==> config.mk <==
export PLATFORM = sky130hd
export DESIGN_NAME = uart_cmd_bridge
export DESIGN_NICKNAME = d
export VERILOG_FILES = /design/src/design/uart_pkg.sv /design/src/design/uart_tx_if.sv /design/src/design/uart_rx_if.sv /design/src/design/uart_tx.sv /design/src/design/uart_rx.sv /design/src/design/uart_cmd_seq.sv /design/src/design/uart_cmd_bridge.sv
export SDC_FILE = /design/constraint.sdc
export NUM_CORES = 1
export LEC_CHECK = 0
export BUFFER_PORTS_ARGS = -buffer_cell sky130_fd_sc_hd__buf_2
export CAP_MARGIN = 20
export CORE_ASPECT_RATIO = 2
export CORE_MARGIN = 2
export CORE_UTILIZATION = 25
export DETAILED_ROUTE_END_ITERATION = 12
export PLACE_DENSITY_LB_ADDON = 0.08
export SLEW_MARGIN = 30
export SYNTH_ARGS = -nofsm -noshare
export SYNTH_HDL_FRONTEND = slang
export SYNTH_SLANG_ARGS = --single-unit
export TNS_END_PERCENT = 1
==> constraint.sdc <==
create_clock -name clk -period 4.6 [get_ports clk]
set_clock_uncertainty 0.05 [all_clocks]
set_input_delay 0.92 -clock clk [delete_from_list [all_inputs] [get_ports clk]]
set_output_delay 0.92 -clock clk [all_outputs]
set_load 0.005 [all_outputs]
==> src/design/uart_pkg.sv <==
package uart_pkg;

  // Bit timing at 115200 baud from a 50 MHz clock.
  localparam int CLKS_PER_BIT = 434;
  localparam int HALF_BIT = 217;

  // Idle clocks between command frames.
  localparam int INTER_BYTE_GAP = 100;

  // Response start bit must show up within 20 bit times.
  localparam int RESP_TIMEOUT_CLKS = 20 * CLKS_PER_BIT;

  // Start-bit timeout plus the rest of a frame up to rx stb.
  localparam int RESP_DEADLINE_CLKS = RESP_TIMEOUT_CLKS + HALF_BIT + 10 * CLKS_PER_BIT + 4;

  localparam int CMD_W = 16;
  localparam int BYTE_W = 8;

  // Counter widths.
  localparam int BAUD_W = $clog2(CLKS_PER_BIT);
  localparam int TMR_W = $clog2(RESP_DEADLINE_CLKS);

  // Bit 15 set means write.
  typedef logic [CMD_W-1:0] cmd_t;
  typedef logic [BYTE_W-1:0] byte_t;

  // Parity bit that makes data plus parity hold an odd count of ones.
  function automatic logic odd_parity(input byte_t d);
    return ~^d;
  endfunction

endpackage

==> src/design/uart_tx_if.sv <==
`timescale 1ns/1ps

interface uart_tx_if
  import uart_pkg::*;
();

  // Start of a frame, only while busy is low.
  logic stb;
  byte_t data;
  logic busy;

  // End of the stop bit.
  logic done;

  modport seq (
    output stb,
    output data,
    input  busy,
    input  done
  );

  modport phy (
    input  stb,
    input  data,
    output busy,
    output done
  );

endinterface

==> src/design/uart_rx_if.sv <==
`timescale 1ns/1ps

interface uart_rx_if
  import uart_pkg::*;
();

  // One pulse per completed frame.
  logic stb;
  byte_t data;
  logic parity_err;
  logic frame_err;

  modport phy (
    output stb,
    output data,
    output parity_err,
    output frame_err
  );

  modport seq (
    input stb,
    input data,
    input parity_err,
    input frame_err
  );

endinterface

==> src/design/uart_tx.sv <==
`timescale 1ns/1ps

module uart_tx
  import uart_pkg::*;
(
  input  logic   clk,
  input  logic   rst_n,
  output logic   tx,
  uart_tx_if.phy link
);

  logic [BAUD_W-1:0] baud_cnt;
  logic [3:0] bit_cnt;
  logic [9:0] shift_q;
  logic busy_q;
  logic done_q;
  logic bit_end;

  assign bit_end = (baud_cnt == BAUD_W'(CLKS_PER_BIT - 1));

  assign link.busy = busy_q;
  assign link.done = done_q;

  // Bits after the start bit: data LSB first, parity, stop.
  always_ff @(posedge clk)
  begin
    if (link.stb)
    begin
      shift_q <= {1'b1, odd_parity(link.data), link.data};
    end
    else if (busy_q && bit_end)
    begin
      shift_q <= {1'b1, shift_q[9:1]};
    end
  end

  always_ff @(posedge clk or negedge rst_n)
  begin
    if (!rst_n)
    begin
      tx <= 1'b1;
      busy_q <= 1'b0;
      done_q <= 1'b0;
      baud_cnt <= '0;
      bit_cnt <= '0;
    end
    else
    begin
      done_q <= 1'b0;
      if (link.stb)
      begin
        // Start bit.
        tx <= 1'b0;
        busy_q <= 1'b1;
        baud_cnt <= '0;
        bit_cnt <= '0;
      end
      else if (busy_q)
      begin
        if (bit_end)
        begin
          baud_cnt <= '0;
          if (bit_cnt == 4'd10)
          begin
            // Stop bit has run its full time.
            busy_q <= 1'b0;
            done_q <= 1'b1;
          end
          else
          begin
            tx <= shift_q[0];
            bit_cnt <= bit_cnt + 4'd1;
          end
        end
        else
        begin
          baud_cnt <= baud_cnt + 1'b1;
        end
      end
    end
  end

  // Sequencer waits for the frame in flight.
  a_stb_not_busy: assert property (@(posedge clk) disable iff (!rst_n)
    link.stb |-> !link.busy);

endmodule

==> src/design/uart_rx.sv <==
`timescale 1ns/1ps

module uart_rx
  import uart_pkg::*;
(
  input  logic   clk,
  input  logic   rst_n,
  input  logic   rx,
  uart_rx_if.phy link
);

  logic [1:0] sync_q;
  logic line_q;
  logic fall;
  logic active;
  logic [BAUD_W-1:0] smp_cnt;
  logic [3:0] bit_cnt;
  logic smp_pt;
  byte_t data_q;
  logic par_q;
  logic stb_q;
  logic perr_q;
  logic ferr_q;

  assign fall = line_q & ~sync_q[1];
  assign smp_pt = active && (bit_cnt != 4'd0) && (smp_cnt == BAUD_W'(CLKS_PER_BIT - 1));

  assign link.stb = stb_q;
  assign link.data = data_q;
  assign link.parity_err = perr_q;
  assign link.frame_err = ferr_q;

  // Line idles high, so reset gives no false edge.
  always_ff @(posedge clk or negedge rst_n)
  begin
    if (!rst_n)
    begin
      sync_q <= 2'b11;
      line_q <= 1'b1;
    end
    else
    begin
      sync_q <= {sync_q[0], rx};
      line_q <= sync_q[1];
    end
  end

  // Data bits arrive LSB first.
  always_ff @(posedge clk)
  begin
    if (smp_pt)
    begin
      if (bit_cnt <= 4'd8)
      begin
        data_q <= {sync_q[1], data_q[7:1]};
      end
      else if (bit_cnt == 4'd9)
      begin
        par_q <= sync_q[1];
      end
    end
  end

  always_ff @(posedge clk or negedge rst_n)
  begin
    if (!rst_n)
    begin
      active <= 1'b0;
      smp_cnt <= '0;
      bit_cnt <= '0;
      stb_q <= 1'b0;
      perr_q <= 1'b0;
      ferr_q <= 1'b0;
    end
    else
    begin
      stb_q <= 1'b0;
      if (!active)
      begin
        if (fall)
        begin
          active <= 1'b1;
          smp_cnt <= '0;
          bit_cnt <= '0;
        end
      end
      else if (bit_cnt == 4'd0)
      begin
        if (smp_cnt == BAUD_W'(HALF_BIT - 1))
        begin
          smp_cnt <= '0;
          // High at mid start bit means a glitch.
          if (sync_q[1])
            active <= 1'b0;
          else
            bit_cnt <= 4'd1;
        end
        else
        begin
          smp_cnt <= smp_cnt + 1'b1;
        end
      end
      else if (smp_pt)
      begin
        smp_cnt <= '0;
        if (bit_cnt == 4'd10)
        begin
          active <= 1'b0;
          stb_q <= 1'b1;
          ferr_q <= ~sync_q[1];
          perr_q <= (par_q != odd_parity(data_q));
        end
        else
        begin
          bit_cnt <= bit_cnt + 4'd1;
        end
      end
      else
      begin
        smp_cnt <= smp_cnt + 1'b1;
      end
    end
  end

  a_stb_single: assert property (@(posedge clk) disable iff (!rst_n)
    link.stb |=> !link.stb);

endmodule

==> src/design/uart_cmd_seq.sv <==
`timescale 1ns/1ps

module uart_cmd_seq
  import uart_pkg::*;
(
  input  logic   clk,
  input  logic   rst_n,
  input  cmd_t   cmd_in,
  input  logic   cmd_vld,
  output logic   cmd_rdy,
  output logic   read_rdy,
  output byte_t  read_data,
  output logic   read_err,
  uart_tx_if.seq tx_link,
  uart_rx_if.seq rx_link
);

  typedef enum logic [2:0] {
    S_IDLE,
    S_SEND_LO,
    S_GAP,
    S_SEND_HI,
    S_RESP_GAP,
    S_WAIT,
    S_RESULT
  } state_t;

  state_t state;
  cmd_t cmd_q;
  logic [TMR_W-1:0] cnt;
  logic tx_stb;

  assign cmd_rdy = (state == S_IDLE);
  assign tx_link.stb = tx_stb;
  assign tx_link.data = (state == S_SEND_HI) ? cmd_q[CMD_W-1:BYTE_W] : cmd_q[BYTE_W-1:0];

  always_ff @(posedge clk)
  begin
    if (cmd_rdy && cmd_vld)
      cmd_q <= cmd_in;
  end

  always_ff @(posedge clk or negedge rst_n)
  begin
    if (!rst_n)
    begin
      state <= S_IDLE;
      cnt <= '0;
      tx_stb <= 1'b0;
      read_rdy <= 1'b0;
      read_err <= 1'b0;
      read_data <= '0;
    end
    else
    begin
      tx_stb <= 1'b0;
      read_rdy <= 1'b0;
      read_err <= 1'b0;
      case (state)
        S_IDLE:
        begin
          if (cmd_vld)
          begin
            state <= S_SEND_LO;
            tx_stb <= 1'b1;
          end
        end
        S_SEND_LO:
        begin
          if (tx_link.done)
          begin
            state <= S_GAP;
            cnt <= '0;
          end
        end
        S_GAP:
        begin
          cnt <= cnt + 1'b1;
          // Done and stb registers add two clocks of idle line.
          if (cnt == TMR_W'(INTER_BYTE_GAP - 3))
          begin
            state <= S_SEND_HI;
            tx_stb <= 1'b1;
          end
        end
        S_SEND_HI:
        begin
          if (tx_link.done)
          begin
            cnt <= '0;
            if (cmd_q[CMD_W-1])
              state <= S_IDLE;
            else
              state <= S_RESP_GAP;
          end
        end
        S_RESP_GAP:
        begin
          cnt <= cnt + 1'b1;
          if (cnt == TMR_W'(INTER_BYTE_GAP - 1))
            state <= S_WAIT;
        end
        S_WAIT:
        begin
          // Timeout keeps counting from the end of the command.
          cnt <= cnt + 1'b1;
          if (rx_link.stb)
          begin
            state <= S_RESULT;
            if (rx_link.parity_err || rx_link.frame_err)
            begin
              read_err <= 1'b1;
            end
            else
            begin
              read_rdy <= 1'b1;
              read_data <= rx_link.data;
            end
          end
          else if (cnt == TMR_W'(RESP_DEADLINE_CLKS - 1))
          begin
            state <= S_RESULT;
            read_err <= 1'b1;
          end
        end
        S_RESULT:
        begin
          state <= S_IDLE;
        end
        default:
        begin
          state <= S_IDLE;
        end
      endcase
    end
  end

  // Receiver flags and the timeout share one result slot.
  a_one_result: assert property (@(posedge clk) disable iff (!rst_n)
    !(read_rdy && read_err));

endmodule

==> src/design/uart_cmd_bridge.sv <==
`timescale 1ns/1ps

module uart_cmd_bridge
  import uart_pkg::*;
(
  input  logic  clk,
  input  logic  rst_n,
  input  cmd_t  cmd_in,
  input  logic  cmd_vld,
  input  logic  rx,
  output logic  tx,
  output logic  cmd_rdy,
  output logic  read_rdy,
  output byte_t read_data,
  output logic  read_err
);

  uart_tx_if tx_bus ();
  uart_rx_if rx_bus ();

  uart_tx u_tx (
    .clk   (clk),
    .rst_n (rst_n),
    .tx    (tx),
    .link  (tx_bus.phy)
  );

  uart_rx u_rx (
    .clk   (clk),
    .rst_n (rst_n),
    .rx    (rx),
    .link  (rx_bus.phy)
  );

  uart_cmd_seq u_seq (
    .clk       (clk),
    .rst_n     (rst_n),
    .cmd_in    (cmd_in),
    .cmd_vld   (cmd_vld),
    .cmd_rdy   (cmd_rdy),
    .read_rdy  (read_rdy),
    .read_data (read_data),
    .read_err  (read_err),
    .tx_link   (tx_bus.seq),
    .rx_link   (rx_bus.seq)
  );

endmodule

==> impl_metrics.json, run 1 <==
{
  "clk_latency_ns": 0.35,
  "synth-simple-area-share_pct": 19.51,
  "synthMostInstantiatedCell": "dfrtp_1",
  "hold_slack_ns": 0.3063,
  "met2WireLength_um": 6629,
  "routedWlPerCell_um": 15.36,
  "synth_largest_area_cell": "dfrtp_1",
  "setup_tns_ns": 0,
  "areaGrowthSynthToFinish_pct": 15.39,
  "worstPathArrival_ns": 2.70,
  "grt_pass1_wl_um": 18640,
  "htree_levels": 3,
  "synth-adder-area-share_pct": 3.657,
  "clk_path_buf_depth": 2,
  "hpwl_um": 8394,
  "cts_hold_buf": 0,
  "cts_inserted_buffers": 9,
  "wl_met1_um": 4228,
  "cts.clk_slew.worst_paths_ns": 0.07,
  "cts_sinks": 98,
  "p_per_area_mw_per_mm2": 365.5,
  "seq_area_mm2": 0.002628,
  "multi_input_area_mm2": 0.002034,
  "ys_types": 54,
  "row_count": 71,
  "relSlewSlack_pct": 38.06,
  "critPathKind": "register to register",
  "ys_ff_latch": 98,
  "finalNetCount": 514,
  "die_x_um": 101.9,
  "drc_errors": 0,
  "syn_nets": 485,
  "ant_nets": 0,
  "diodes": 0,
  "rrSetupSlack_ns": 2.07,
  "synth.area.mux_share_pct": 3.187,
  "gp_congestion": 0.7970,
  "antenna_found_initial": 1,
  "worstMarginPinSlew_ns": 0.9292,
  "synth_xor_area_share_pct": 7.497,
  "worstPathMaxFanout": 11,
  "fillers": 2017,
  "die_h_um": 199.7,
  "design.core.area_mm2": 0.01883,
  "grt_overflow_total": 0,
  "synth_compound_area_share_pct": 8.621,
  "gr-usage-all-layers_pct": 11.95,
  "finalSetupViolCount": 0,
  "maxSlewViolCount": 0,
  "cts_setup_buffers": 0,
  "dr_wl_met3_um": 226,
  "post_cts_resized": 0,
  "ys_seq_area_share_pct": 54.86,
  "io_pins": 32,
  "vias": 3360,
  "wirelength_um": 11370,
  "hold_violations": 0,
  "status": "finished clean",
  "synth_edf_count": 34,
  "critPathLaunchType": "register",
  "hold_class": "register to register",
  "yosys_most_used_dff": "dfrtp_1",
  "power.leakage_nw": 2.362,
  "drtIter0Drc": 96,
  "grt_max_degree": 46,
  "synthArstFlopShare_pct": 65.31,
  "port_buffers": 31,
  "synthCells": 451,
  "synth_common_cells": "dfrtp_1, nand2_1, nor2_1",
  "start_util_pct": 25.43,
  "netlist_area_mm2": 0.004790,
  "worstPathRequired_ns": 4.77,
  "end_kind": "register",
  "min_period_over_period_pct": 54.91,
  "cts_root_buffer": "clkbuf_16",
  "drive_above_1_share_pct": 13.61,
  "synth_top_area_share_pct": 31.35,
  "ir_drop_v": 0.0001493,
  "synth_top_family_by_area": "simple AND/OR/NAND/NOR gates",
  "synth.area.top_cells": "dfrtp_1, edfxtp_1, xnor2_1",
  "fin_crit_ns": 2.526,
  "top_layer": "met5",
  "cts_tree": "done",
  "maxCapViolCount": 0,
  "fmax_mhz": 395.9,
  "syn_avg_cell_area_um2": 10.62,
  "first_pass_iters": 4,
  "rsz0062_at_grt": "no",
  "die_area_mm2": 0.02035,
  "grt_pass1_vias": 3577,
  "ys_warn_count": 0,
  "vias_per_cell": 4.541
}
-- registers in the layout, indices dropped and copies added (netlist names), 2 cells and up --
| register | count |
|---|---|
| u_tx.shift_q | 9 |
| u_seq.cnt | 14 |
| u_seq.read_data | 8 |
| u_rx.sync_q | 2 |
| u_rx.smp_cnt | 9 |
| u_tx.baud_cnt | 9 |
| u_tx.bit_cnt | 4 |
| u_seq.state | 3 |
| u_rx.link.data | 8 |
| u_seq.cmd_q | 16 |
| u_rx.bit_cnt | 4 |
-- area by class of cell --
| type | instances | area share, % |
|---|---|---|
| multi-input combinational | 320 | 36.81 |
| inverter | 17 | 1.155 |
| sequential | 98 | 47.54 |
| tap | 255 | 5.773 |
| timing repair buffer | 34 | 3.260 |
| clock buffer | 10 | 4.143 |
| clock inverter | 6 | 1.313 |
-- worst max-delay path: stages (launching register included) --
cell      delay, ns
dfrtp_1        0.43
inv_1          0.13
ha_1           0.18
or3b_4         0.40
or4_4          0.56
o211a_1        0.28
nor4_1         0.28
a211oi_1       0.09
-- power by group --
| part | internal (mW) | total, mW | switching (mW) |
|---|---|---|---|
| registers | 0.959 | 1.04 | 0.0820 |
| clock network | 0.429 | 0.779 | 0.350 |
| logic | 0.0899 | 0.200 | 0.110 |
-- placed cells by master (no fill, tap or decap), drive strengths merged, types with 2 or more instances in the layout --
cell,count
a21o,3
a21oi,26
a31oi,4
and2,5
and3,2
and4,2
buf,34
clkbuf,10
clkinv,4
dfrtp,60
dfstp,4
edfxtp,34
ha,14
inv,18
mux2,2
mux2i,13
nand2,52
nand2b,5
nand3,19
nand3b,3
nand4,11
nand4b,5
nor2,41
nor2b,4
nor3,7
nor3b,2
nor4,4
nor4bb,2
o211ai,4
o21ai,20
o31ai,2
or2,4
or3,6
or3b,2
or4,5
xnor2,23
xor2,18
-- final timing paths --
path	startpoint	endpoint	cells after the start
min in group asynchronous	rst_n	u_tx.baud_cnt[8]	1
hold / removal	u_rx.sync_q[0]	u_rx.sync_q[1]	0
max in group asynchronous	rst_n	u_rx.sync_q[1]	2
setup / recovery	u_rx.bit_cnt[0]	u_rx.bit_cnt[0]	7
hold reg to reg	u_rx.sync_q[0]	u_rx.sync_q[1]	0
setup reg to reg	u_rx.bit_cnt[0]	u_rx.bit_cnt[0]	7
-- cell families after synthesis --
kind of cell	Yosys count
AOI/OAI and AO/OA	68
xor gates and xnor gates	41
adders and majority gates	14
buffers and inverters	33
DFF	98
muxes	15
and+or+nand+nor	182
-- routing by layer --
layer  vias up  track usage [%]
li1       1643                -
met4         2            5.235
met3        17            2.437
met5         -                0
met2        38            23.00
met1      1660            12.01
-- metrics by stage --
step | worst slack [ns] | utilization (%) | std cells | area [um^2] | power, mW
2_1_floorplan | 2.272 | - | 451 | 4790 | 1.180
3_3_place_gp | 2.097 | 27.73 | 724 | 5223 | 1.257
3_5_place_dp | 2.069 | 27.74 | 724 | 5225 | 1.263
4_1_cts | 2.055 | 29.34 | 740 | 5527 | 2.060
5_1_grt | 1.878 | 29.34 | 740 | 5527 | 2.133
6_report | 2.074 | 29.34 | 740 | 5527 | 2.020
Power figures use the tool's default switching activity.
==> run 2, diff against run 1 <==
- clock period: 4.6 -> 2.6 ns (I/O delays scaled with it)
==> run 2 against run 1 <==
Compared with the run above: non-clock buffer count increased by 11; combinational power is 86% higher; routed wire length rose by 1.3%; worst hold slack got worse by 0.23 ns; total power up 80%; cell count grew 1.5%; sequential share of layout area is 0.88 points lower; clock-buffer cell count is 1 higher; critical endpoint unchanged; largest cell class unchanged.
==> impl_metrics.json, run 2 (synthesis results as in run 1) <==
{
  "status": "finished clean",
  "crit_chain": "inv_1 > ha_1 > or3b_4 > or4_4 > o211ai_2 > o211ai_2 > a211oi_1",
  "grt_overflow_total": 0,
  "min_period_over_period_pct": 94.81,
  "vias": 3412,
  "cts_root_buffer": "clkbuf_16",
  "dpl_worst_slack_ns": 0.06088,
  "cpMostUsedCell": "o211ai_2",
  "cts_sinks": 98,
  "areaGrowthSynthToFinish_pct": 17.55,
  "port_buffers": 31,
  "rsz0062_at_grt": "no",
  "hold_violations": 0,
  "largest-register": "u_seq.cmd_q",
  "die_x_um": 101.9,
  "p_per_area_mw_per_mm2": 646.4,
  "ir_drop_v": 0.0003262,
  "worstMarginPinSlew_ns": 0.5499,
  "worstPathMaxFanout": 8,
  "cts_inserted_buffers": 9,
  "hpwl_um": 8558,
  "die_area_mm2": 0.02035,
  "htree_levels": 3,
  "finalWorstSetupSlack_ns": 0.1349,
  "diodes": 0,
  "drtIter0Drc": 102,
  "start_util_pct": 25.43,
  "worstPathArrival_ns": 2.67,
  "r2r_end": "u_rx.bit_cnt[0]",
  "grt_max_degree": 48,
  "hold_class": "input port to async pin",
  "gr-usage-all-layers_pct": 12.08,
  "worstPathRequired_ns": 2.80,
  "grt_pass1_vias": 3549,
  "multi_input_area_mm2": 0.002034,
  "relSlewSlack_pct": 63.06,
  "critPathLaunchType": "register",
  "clk_latency_ns": 0.35,
  "vias_per_cell": 4.543,
  "cp_slowest_cell": "or4_4",
  "row_count": 71,
  "seq_area_mm2": 0.002628,
  "slowest_delay_ns": 0.56,
  "grt_pass1_wl_um": 18700,
  "drive_above_1_share_pct": 15.32,
  "ant_nets": 0,
  "power.leakage_nw": 2.420,
  "worst-path-stages": 7,
  "clk_path_buf_depth": 2,
  "r2r_cells": 7,
  "wl_met1_um": 4383,
  "critPathKind": "register to register",
  "finalSetupViolCount": 0,
  "largest_register_ffs": 16,
  "end_kind": "register",
  "cp_num_buf_inv": 1,
  "fin_cells": 751,
  "critPathTopFamily": "simple AND/OR/NAND/NOR gates",
  "dr_wl_met3_um": 205,
  "layout_common_cells": "dfrtp_1, nand2_1, nor2_1",
  "cts_hold_buf": 0,
  "antenna_found_initial": 0,
  "fin_crit_ns": 2.465,
  "maxCapViolCount": 0,
  "fillers": 2007,
  "routedWlPerCell_um": 15.34,
  "reg_top3": "u_seq.cmd_q (16), u_seq.cnt (14)",
  "cts_tree": "done",
  "final_common_cell": "dfrtp_1",
  "fmax_mhz": 405.7,
  "gp_congestion": 0.7783,
  "wirelength_um": 11520,
  "io_pins": 32,
  "crit-reg2reg-launch": "u_rx.bit_cnt[0]",
  "met2WireLength_um": 6635,
  "cts_setup_buffers": 0,
  "cts.clk_slew.worst_paths_ns": 0.07,
  "post_cts_resized": 0,
  "maxSlewViolCount": 0,
  "finalNetCount": 525,
  "rrSetupSlack_ns": 0.13,
  "design.core.area_mm2": 0.01883,
  "top_layer": "met4",
  "placed_cells_incl_taps": 735,
  "die_h_um": 199.7,
  "first_pass_iters": 4,
  "setup_tns_ns": 0,
  "drc_errors": 0
}
run 2: worst max-delay path by stage:
stage                            endpoint             from
after global routing      u_rx.bit_cnt[0]  u_rx.bit_cnt[0]
after global placement    u_rx.bit_cnt[0]  u_rx.bit_cnt[0]
after CTS                 u_rx.bit_cnt[0]  u_rx.bit_cnt[0]
after detailed placement  u_rx.bit_cnt[0]  u_rx.bit_cnt[0]
final                     u_rx.bit_cnt[0]  u_rx.bit_cnt[0]
after floorplan           u_rx.smp_cnt[3]  u_rx.bit_cnt[0]
run 2: area by class of cell:
cell class	count	share of cell area (%)
Clock buffer	11	4.133
Clock inverter	5	1.422
Inverter	17	1.133
Multi-Input combinational cell	320	36.13
Sequential cell	98	46.67
Tap cell	255	5.667
Timing Repair Buffer	45	4.844
run 2: power by group:
group	internal, mW	total [mW]	switching, mW	leakage (nW)
Clock	0.845	1.44	0.591	0.148
Combinational	0.166	0.371	0.205	1.12
Sequential	1.70	1.83	0.135	1.15
run 2: through the flow:
stage	utilization [%]	power, mW	instance area (um^2)	hold slack, ns
2_1_floorplan	-	2.088	4790	0.1744
3_5_place_dp	28.24	2.244	5318	0.2976
3_3_place_gp	28.24	2.230	5318	0.2958
5_1_grt	29.90	3.847	5630	0.1039
4_1_cts	29.90	3.712	5630	0.09070
6_report	29.90	3.640	5630	0.07830
run 2: per-layer routing:
layer / vias up / track usage, %
met1: 1689 / 12.62
met3: 15 / 2.228
li1: 1660 / -
met4: 0 / 5.679
met5: - / 0
met2: 48 / 22.69
